<file path="config.mk">
export PLATFORM = sky130hd
export DESIGN_NAME = soc_frame_tx
export DESIGN_NICKNAME = d
export VERILOG_FILES = /design/src/source/frame_tx_pkg.sv /design/src/source/op_if.sv /design/src/source/byte_stream_if.sv /design/src/source/cmd_decode.sv /design/src/source/frame_engine.sv /design/src/source/tx_arbiter.sv /design/src/source/soc_frame_tx.sv
export SDC_FILE = /design/constraint.sdc
export NUM_CORES = 1
export LEC_CHECK = 0
export ABC_AREA = 1
export BUFFER_PORTS_ARGS = -buffer_cell sky130_fd_sc_hd__buf_2
export CAP_MARGIN = 15
export CORE_MARGIN = 1
export CORE_UTILIZATION = 52
export DETAILED_ROUTE_END_ITERATION = 12
export PLACE_DENSITY = 0.78
export SYNTH_ARGS = -nofsm -noshare
export SYNTH_HDL_FRONTEND = slang
export SYNTH_SLANG_ARGS = --single-unit
</file>
<file path="constraint.sdc">
create_clock -name HCLK -period 2.5 [get_ports HCLK]
set_input_delay 0.125 -clock HCLK [delete_from_list [all_inputs] [get_ports HCLK]]
set_output_delay 0.125 -clock HCLK [all_outputs]
set_load 0.05 [all_outputs]
</file>
<file path="src/source/frame_tx_pkg.sv">
package frame_tx_pkg;

    // host bus widths
    localparam int ADDR_W   = 32;
    localparam int DATA_W   = 32;
    localparam int BYTE_W   = 8;                 // MAC byte lane

    // address map, region in the top nibble
    localparam int REGION_W = 4;
    localparam int OFS_W    = ADDR_W - REGION_W;

    localparam logic [REGION_W-1:0] REGION_FRAME = 4'h7;   // frame accelerator
    localparam logic [REGION_W-1:0] REGION_RAW   = 4'h8;   // direct byte path, write only

    localparam logic [OFS_W-1:0] OFS_CTRL   = 28'h000_0000;    // frame start
    localparam logic [OFS_W-1:0] OFS_STATUS = 28'h000_0004;    // completed frame count

    // control word: [7:0] first byte, [23:16] length
    localparam int LEN_LSB  = 16;
    localparam int LEN_W    = 8;

    typedef logic [BYTE_W-1:0] byte_t;
    typedef logic [DATA_W-1:0] word_t;
    typedef logic [15:0]       count_t;          // default width of the frame counter

    typedef enum logic [1:0] {
        OP_FRAME  = 2'd0,                        // start generated frame
        OP_RAW    = 2'd1,                        // one byte as one frame
        OP_STATUS = 2'd2,                        // read frame count
        OP_BAD    = 2'd3                         // unmapped or malformed
    } op_e;

    typedef enum logic {
        FS_IDLE = 1'b0,
        FS_SEND = 1'b1
    } frame_state_e;

endpackage

</file>
<file path="src/source/op_if.sv">
`timescale 1ns/1ps

// decoded operation, one entry at a time from decode to execute
interface op_if;
    logic                  valid;
    logic                  ready;
    frame_tx_pkg::op_e     op;
    frame_tx_pkg::word_t   data;                 // host write data
    logic                  write;

    modport src (
        output valid,
        output op,
        output data,
        output write,
        input  ready
    );

    modport sink (
        input  valid,
        input  op,
        input  data,
        input  write,
        output ready
    );

endinterface

</file>
<file path="src/source/byte_stream_if.sv">
`timescale 1ns/1ps

// byte stream heading for the MAC transmit port
interface byte_stream_if;
    logic                  valid;
    logic                  ready;
    frame_tx_pkg::byte_t   data;
    logic                  start;                // first byte of frame
    logic                  last;                 // final byte of frame

    modport src (
        output valid,
        output data,
        output start,
        output last,
        input  ready
    );

    modport sink (
        input  valid,
        input  data,
        input  start,
        input  last,
        output ready
    );

endinterface

</file>
<file path="src/source/cmd_decode.sv">
`timescale 1ns/1ps

module cmd_decode (
    input  logic                HCLK,
    input  logic                rst_key,
    input  logic                cmd_valid_i,
    output logic                cmd_ready_o,
    input  frame_tx_pkg::word_t cmd_addr_i,
    input  logic                cmd_write_i,
    input  frame_tx_pkg::word_t cmd_wdata_i,
    op_if.src                   op_o
);

    logic [frame_tx_pkg::REGION_W-1:0] region;
    logic [frame_tx_pkg::OFS_W-1:0]    offset;
    logic [frame_tx_pkg::LEN_W-1:0]    length;
    frame_tx_pkg::op_e                 op_next;
    logic                              cmd_fire;

    logic                              valid_q;
    frame_tx_pkg::op_e                 op_q;
    frame_tx_pkg::word_t               data_q;
    logic                              write_q;

    assign region = cmd_addr_i[frame_tx_pkg::ADDR_W-1 -: frame_tx_pkg::REGION_W];
    assign offset = cmd_addr_i[frame_tx_pkg::OFS_W-1:0];
    assign length = cmd_wdata_i[frame_tx_pkg::LEN_LSB +: frame_tx_pkg::LEN_W];

    // classify by region, offset and direction
    always_comb begin
        if (region == frame_tx_pkg::REGION_RAW && cmd_write_i) begin
            op_next = frame_tx_pkg::OP_RAW;          // any offset in the byte region
        end else if (region == frame_tx_pkg::REGION_FRAME && offset == frame_tx_pkg::OFS_CTRL
                     && cmd_write_i && length != '0) begin
            op_next = frame_tx_pkg::OP_FRAME;
        end else if (region == frame_tx_pkg::REGION_FRAME
                     && offset == frame_tx_pkg::OFS_STATUS && !cmd_write_i) begin
            op_next = frame_tx_pkg::OP_STATUS;
        end else begin
            op_next = frame_tx_pkg::OP_BAD;          // zero length lands here too
        end
    end

    // one entry, accepts while empty or draining
    assign cmd_ready_o = !valid_q || op_o.ready;
    assign cmd_fire    = cmd_valid_i && cmd_ready_o;

    always_ff @(posedge HCLK or negedge rst_key) begin
        if (!rst_key) begin
            valid_q <= 1'b0;
        end else if (cmd_ready_o) begin
            valid_q <= cmd_valid_i;
        end
    end

    always_ff @(posedge HCLK) begin
        if (cmd_fire) begin
            op_q    <= op_next;
            data_q  <= cmd_wdata_i;
            write_q <= cmd_write_i;
        end
    end

    assign op_o.valid = valid_q;
    assign op_o.op    = op_q;
    assign op_o.data  = data_q;
    assign op_o.write = write_q;

endmodule

</file>
<file path="src/source/frame_engine.sv">
`timescale 1ns/1ps

module frame_engine #(
    parameter int COUNT_W = 16
) (
    input  logic                HCLK,
    input  logic                rst_key,
    op_if.sink                  op_i,
    byte_stream_if.src          gen_o,
    byte_stream_if.src          raw_o,
    output logic                rsp_valid_o,
    input  logic                rsp_ready_i,
    output frame_tx_pkg::word_t rsp_rdata_o,
    output logic                rsp_err_o
);

    frame_tx_pkg::frame_state_e     state_q;
    frame_tx_pkg::byte_t            gen_byte_q;     // byte on offer
    logic [frame_tx_pkg::LEN_W-1:0] gen_left_q;     // bytes left, current included
    logic                           gen_first_q;
    logic                           raw_valid_q;
    frame_tx_pkg::byte_t            raw_byte_q;
    logic [COUNT_W-1:0]             frame_cnt_q;

    logic rsp_free;
    logic op_ok;
    logic op_fire;
    logic gen_last;
    logic gen_fire;
    logic raw_fire;

    // response slot free, or emptied this cycle
    assign rsp_free = !rsp_valid_o || rsp_ready_i;

    always_comb begin
        case (op_i.op)
            frame_tx_pkg::OP_FRAME: op_ok = (state_q == frame_tx_pkg::FS_IDLE);
            frame_tx_pkg::OP_RAW:   op_ok = !raw_valid_q;
            default:                op_ok = 1'b1;
        endcase
    end

    assign op_i.ready = rsp_free && op_ok;
    assign op_fire    = op_i.valid && op_i.ready;

    assign gen_last = (gen_left_q == 1);
    assign gen_fire = gen_o.valid && gen_o.ready;
    assign raw_fire = raw_o.valid && raw_o.ready;

    // frame generator, counts up from the first byte
    always_ff @(posedge HCLK or negedge rst_key) begin
        if (!rst_key) begin
            state_q     <= frame_tx_pkg::FS_IDLE;
            gen_left_q  <= '0;
            gen_first_q <= 1'b0;
        end else begin
            case (state_q)
                frame_tx_pkg::FS_IDLE: begin
                    if (op_fire && op_i.op == frame_tx_pkg::OP_FRAME) begin
                        state_q     <= frame_tx_pkg::FS_SEND;
                        gen_left_q  <= op_i.data[frame_tx_pkg::LEN_LSB +: frame_tx_pkg::LEN_W];
                        gen_first_q <= 1'b1;
                    end
                end
                frame_tx_pkg::FS_SEND: begin
                    if (gen_fire) begin
                        gen_left_q  <= gen_left_q - 1'b1;
                        gen_first_q <= 1'b0;
                        if (gen_last) begin
                            state_q <= frame_tx_pkg::FS_IDLE;
                        end
                    end
                end
                default: state_q <= frame_tx_pkg::FS_IDLE;
            endcase
        end
    end

    always_ff @(posedge HCLK) begin
        if (op_fire && op_i.op == frame_tx_pkg::OP_FRAME) begin
            gen_byte_q <= op_i.data[frame_tx_pkg::BYTE_W-1:0];
        end else if (gen_fire) begin
            gen_byte_q <= gen_byte_q + 1'b1;         // wraps at 256
        end
    end

    assign gen_o.valid = (state_q == frame_tx_pkg::FS_SEND);
    assign gen_o.data  = gen_byte_q;
    assign gen_o.start = gen_first_q;
    assign gen_o.last  = gen_last;

    // raw path, one byte frame
    always_ff @(posedge HCLK or negedge rst_key) begin
        if (!rst_key) begin
            raw_valid_q <= 1'b0;
        end else if (op_fire && op_i.op == frame_tx_pkg::OP_RAW) begin
            raw_valid_q <= 1'b1;
        end else if (raw_fire) begin
            raw_valid_q <= 1'b0;
        end
    end

    always_ff @(posedge HCLK) begin
        if (op_fire && op_i.op == frame_tx_pkg::OP_RAW) begin
            raw_byte_q <= op_i.data[frame_tx_pkg::BYTE_W-1:0];
        end
    end

    assign raw_o.valid = raw_valid_q;
    assign raw_o.data  = raw_byte_q;
    assign raw_o.start = 1'b1;
    assign raw_o.last  = 1'b1;

    // one response per accepted operation
    always_ff @(posedge HCLK or negedge rst_key) begin
        if (!rst_key) begin
            rsp_valid_o <= 1'b0;
        end else if (op_fire) begin
            rsp_valid_o <= 1'b1;
        end else if (rsp_ready_i) begin
            rsp_valid_o <= 1'b0;
        end
    end

    always_ff @(posedge HCLK) begin
        if (op_fire) begin
            if (op_i.op == frame_tx_pkg::OP_STATUS && !op_i.write) begin
                rsp_rdata_o <= frame_tx_pkg::word_t'(frame_cnt_q);
            end else begin
                rsp_rdata_o <= '0;
            end
            rsp_err_o <= (op_i.op == frame_tx_pkg::OP_BAD);
        end
    end

    // completed frames on either stream
    always_ff @(posedge HCLK or negedge rst_key) begin
        if (!rst_key) begin
            frame_cnt_q <= '0;
        end else begin
            frame_cnt_q <= frame_cnt_q + COUNT_W'(gen_fire && gen_last)
                                       + COUNT_W'(raw_fire);
        end
    end

endmodule

</file>
<file path="src/source/tx_arbiter.sv">
`timescale 1ns/1ps

module tx_arbiter (
    input  logic                HCLK,
    input  logic                rst_key,
    byte_stream_if.sink         gen_i,
    byte_stream_if.sink         raw_i,
    output frame_tx_pkg::byte_t tx_data_o,
    output logic                tx_start_o,
    output logic                tx_last_o,
    output logic                tx_valid_o,
    input  logic                tx_ready_i
);

    logic lock_q;        // generator frame in flight
    logic raw_hold_q;    // raw byte stalled on the MAC port
    logic sel_gen;
    logic gen_fire;

    // a stalled raw byte keeps the port until taken
    assign sel_gen  = !raw_hold_q && (gen_i.valid || lock_q);
    assign gen_fire = sel_gen && gen_i.valid && tx_ready_i;

    always_ff @(posedge HCLK or negedge rst_key) begin
        if (!rst_key) begin
            lock_q <= 1'b0;
        end else if (gen_fire) begin
            if (gen_i.last) begin
                lock_q <= 1'b0;
            end else if (gen_i.start) begin
                lock_q <= 1'b1;
            end
        end
    end

    always_ff @(posedge HCLK or negedge rst_key) begin
        if (!rst_key) begin
            raw_hold_q <= 1'b0;
        end else begin
            raw_hold_q <= !sel_gen && raw_i.valid && !tx_ready_i;
        end
    end

    assign tx_valid_o = sel_gen ? gen_i.valid : raw_i.valid;
    assign tx_data_o  = sel_gen ? gen_i.data  : raw_i.data;
    assign tx_start_o = sel_gen ? gen_i.start : raw_i.start;
    assign tx_last_o  = sel_gen ? gen_i.last  : raw_i.last;

    // MAC ready goes to the granted stream only
    assign gen_i.ready = sel_gen && tx_ready_i;
    assign raw_i.ready = !sel_gen && tx_ready_i;

endmodule

</file>
<file path="src/source/soc_frame_tx.sv">
`timescale 1ns/1ps

module soc_frame_tx #(
    parameter int COUNT_W = $bits(frame_tx_pkg::count_t)
) (
    input  logic                HCLK,
    input  logic                rst_key,

    // host command port
    input  logic                cmd_valid_i,
    output logic                cmd_ready_o,
    input  frame_tx_pkg::word_t cmd_addr_i,
    input  logic                cmd_write_i,
    input  frame_tx_pkg::word_t cmd_wdata_i,

    // host response port
    output logic                rsp_valid_o,
    input  logic                rsp_ready_i,
    output frame_tx_pkg::word_t rsp_rdata_o,
    output logic                rsp_err_o,

    // MAC transmit port
    output frame_tx_pkg::byte_t tx_data_o,
    output logic                tx_start_o,
    output logic                tx_last_o,
    output logic                tx_valid_o,
    input  logic                tx_ready_i
);

    op_if          op_bus ();
    byte_stream_if gen_bs ();    // generated frames
    byte_stream_if raw_bs ();    // processor bytes

    cmd_decode u_cmd_decode (
        .HCLK        (HCLK),
        .rst_key     (rst_key),
        .cmd_valid_i (cmd_valid_i),
        .cmd_ready_o (cmd_ready_o),
        .cmd_addr_i  (cmd_addr_i),
        .cmd_write_i (cmd_write_i),
        .cmd_wdata_i (cmd_wdata_i),
        .op_o        (op_bus)
    );

    frame_engine #(
        .COUNT_W     (COUNT_W)
    ) u_frame_engine (
        .HCLK        (HCLK),
        .rst_key     (rst_key),
        .op_i        (op_bus),
        .gen_o       (gen_bs),
        .raw_o       (raw_bs),
        .rsp_valid_o (rsp_valid_o),
        .rsp_ready_i (rsp_ready_i),
        .rsp_rdata_o (rsp_rdata_o),
        .rsp_err_o   (rsp_err_o)
    );

    tx_arbiter u_tx_arbiter (
        .HCLK        (HCLK),
        .rst_key     (rst_key),
        .gen_i       (gen_bs),
        .raw_i       (raw_bs),
        .tx_data_o   (tx_data_o),
        .tx_start_o  (tx_start_o),
        .tx_last_o   (tx_last_o),
        .tx_valid_o  (tx_valid_o),
        .tx_ready_i  (tx_ready_i)
    );

endmodule

</file>
==> qor.yml <==
status: "finished, final reports clean"
drc_errors: 0
clkSlewWorstSetupHoldPaths_ns: 0.08
yosys.cell_types.count: 33
worstRegToRegCells: 10
vdd.ir_drop.worst_uv: 457
clock_latency_ns: 0.34
number_of_antenna_repair_diodes: 0
critPathLaunch: "u_frame_engine.gen_left_q[3]$_DFFE_PN0P_"
dpl.hpwl_um: 5470
cts-root-to-sink-buffers: 2
portBuffers: 83
clock_tree_from_tritoncts: "built"
gp_routability_congestion: 0.864
total_cts_buffers: 9
drt_wl_total_um: 7840
top_ports: 116
timing_worst_setup_path_type: "reg2reg"
regToRegStartpoint: "u_frame_engine.gen_left_q[3]$_DFFE_PN0P_"
postRouteAntennaNets: 0
timing.critical_path.arrival_ns: 2.48
routed_wire_length_per_instance_um: 12.4
final-max-slew-violation-count: 0
first_pass_grt_wire_length_um: 13300
nNetsFinal: 602
worstPathCellList: "nor2_2 -> nand4_1 -> nor2_1 -> fa_1 -> ha_1 -> nand2_1 -> nor2_2 -> nand3_1 -> nor2_1 -> xor2_1"
cts_htree_levels: 3
die_boundary_width_um: 89.8
worstReg2RegEnd: "u_frame_engine.frame_cnt_q[12]$_DFF_PN0_"
firstDrtPassIters: 4
reg2reg_setup_slack_ns: 0.28
setup_violations: 0
fin_worst_hold_slack_ns: 0.108
grt_start_max_net_pins: 32
placed_area_mm2: 0.00448
yosys_warnings: 0
dp.cells: 595
cts-root-buf: "clkbuf_8"
antenna_found_initial: 0
synth-edff-count: 52
power.density_mw_per_mm2: 927
synth.yosys.seq_area_share_pct: 58.3
vias_per_cell: 4.97
initial_core_util_pct: 54.4
rsz0062_at_grt: "no"
postSynth.topFlopCell: "edfxtp_1"
worstSetupStartpointType: "flip-flop"
p_leak_nw: 2.36
worst_hold_startpoint: "rsp_ready_i"
postSynthCellCount: 415
slew_at_the_pin_with_the_worst_max_slew_slack_ns: 1.14
dieArea_mm2: 0.00807
global_route.usage.total_pct: 20.8
stdcell_area_mm2: 0.00491
relSlewSlack_pct: 24.1
cts.sinks: 83
non_filler_cells_in_the_finished_layout: 631
core_area_mm2: 0.00737
critical_path.endpoint: "u_frame_engine.frame_cnt_q[12]$_DFF_PN0_"
slowest_delay_ns: 0.44
synthesis.area_mm2: 0.00401
overall_die_height_um: 89.8
synth-seq-cells: 83
min_period_over_period_pct: 88.8
global_route.overflow_total: 0
cpMaxStageDelayCell: "dfrtp_1"
grt_pass1_vias: 2950
synth.avg_cell_area_um2: 9.66
layout-drive-gt1-share_pct: 23.3
final-hold-violation-count: 0
cp-end-kind: "flip-flop"
clock.fmax_ghz: 0.451
async_flop_share_pct: 37.3
count_of_maximum_capacitance_violations: 0
placementRows: 31
first_drt_iteration_drcs: 167
route.vias.total: 3137
worst_clock_skew_ns: 0.00469
layout_min_cycle_time_ns: 2.22
fin_ws_ns: 0.281
syn2layout_area_growth_pct: 22.5
min_path_type: "in2reg"
cp.required_ns: 2.76
totalNegativeSetupSlack_ns: 0
crit_path_max_fanout: 5
final.fill_count: 614
post-place-ws_ns: 0.101
==> Yosys cell counts (all sizes together), types with 2 or more instances <==
| cell type | instances | area [um^2] |
|---|---|---|
| nand3 | 32 | 190 |
| edfxtp | 52 | 1560 |
| nand3b | 2 | 15.0 |
| a21oi | 7 | 53.8 |
| o21ai | 15 | 78.8 |
| inv | 51 | 191 |
| dfrtp | 31 | 776 |
| ha | 4 | 50.1 |
| buf | 21 | 160 |
| xor2 | 16 | 140 |
| nor2 | 67 | 277 |
| nand4 | 6 | 37.5 |
| nor3 | 11 | 55.1 |
| nand2 | 90 | 348 |
| a31oi | 2 | 12.5 |
==> final cells by class <==
cell class,count,area (um^2),area share [%]
clock buffers,11,141,2.88
clock inverters,5,76.3,1.55
inverters,51,191,3.90
multi-input cells,274,1390,28.3
flip-flops and latches,83,2340,47.6
well taps,99,124,2.52
repair buffers,108,653,13.3
==> flip-flops by register name, summed over array words and instances, names as in the netlist, 2 cells and up <==
signal / count
u_cmd_decode.op_o.data: 16
u_cmd_decode.op_o.op: 2
u_frame_engine.frame_cnt_q: 16
u_frame_engine.gen_left_q: 8
u_frame_engine.gen_o.data: 8
u_frame_engine.raw_o.data: 8
u_frame_engine.rsp_rdata_o: 16
==> where the power goes <==
group	internal, mW	switching [mW]	total (mW)
sequential	1.69	0.179	1.87
combinational	0.460	1.19	1.65
clock	0.585	0.448	1.03
total	2.74	1.82	4.55
==> worst min path at each step <==
stage | endpoint | slack, ns | cells past startpoint
after floorplan | u_cmd_decode.op_o.valid$_DFFE_PN0N_ | -0.17 | 0
after global placement | u_frame_engine.gen_left_q[3]$_DFFE_PN0P_ | 0.20 | 1
after detailed placement | u_frame_engine.gen_left_q[3]$_DFFE_PN0P_ | 0.21 | 1
after CTS | u_frame_engine.rsp_valid_o$_DFFE_PN0P_ | 0.1 | 4
after global routing | u_frame_engine.rsp_valid_o$_DFFE_PN0P_ | 0.12 | 4
final | u_frame_engine.rsp_valid_o$_DFFE_PN0P_ | 0.11 | 4
==> metrics by stage <==
stage | utilization (%) | power, mW
floorplan | - | 3.11
global placement | 60.8 | 3.45
detailed placement | 60.8 | 3.50
CTS | 66.5 | 4.56
global route | 66.7 | 4.81
finish | 66.7 | 4.55
==> cell usage in the layout (no fill, tap or decap), drive strengths merged, types with 6 or more instances in the layout <==
cell | netlist | routed
nand2 | 90 | 90
buf | 21 | 88
nor2 | 67 | 67
edfxtp | 52 | 52
inv | 51 | 51
nand3 | 32 | 32
dfrtp | 31 | 31
dlygate4sd3 | 0 | 20
xor2 | 16 | 16
conb | 1 | 16
o21ai | 15 | 15
nor3 | 11 | 11
clkbuf | 1 | 11
a21oi | 7 | 7
nand4 | 6 | 6
==> worst max-delay path: cells and delay by family, from the launching register on <==
kind,cells,cell delay [ns]
xor gates and xnor gates,1,0.15
adders and majority gates,2,0.40
DFF,1,0.44
and+or+nand+nor,7,1.15
==> routing by layer <==
layer | track usage [%] | wire length (um) | vias up
li1 | - | - | 1533
met1 | 27.1 | 3430 | 1468
met2 | 34.6 | 3760 | 123
met3 | 3.21 | 510 | 13
met4 | 8.88 | 132 | 0
met5 | 0 | 0 | -
==> cell families (layout without fill, tap and decap cells) <==
kind of cell | count (synthesis) | in the layout | share of synthesized area [%]
flops | 83 | 83 | 58.3
other cells | 1 | 16 | 0.0935
buf+inv | 73 | 175 | 8.86
xor+xnor | 17 | 17 | 3.71
simple gates | 209 | 209 | 23.2
compound gates | 27 | 27 | 4.15
fa+ha+maj | 5 | 5 | 1.75
==> repair_timing <==
| item | CTS | global route |
|---|---|---|
| hold buffers | 20 | 0 |
| resized for setup | 0 | 3 |
| endpoints found under the setup margin | 0 | 4 |
| setup buffers | 0 | 0 |
| endpoints found under the hold margin | 50 | 0 |
Power figures use the tool's default switching activity.
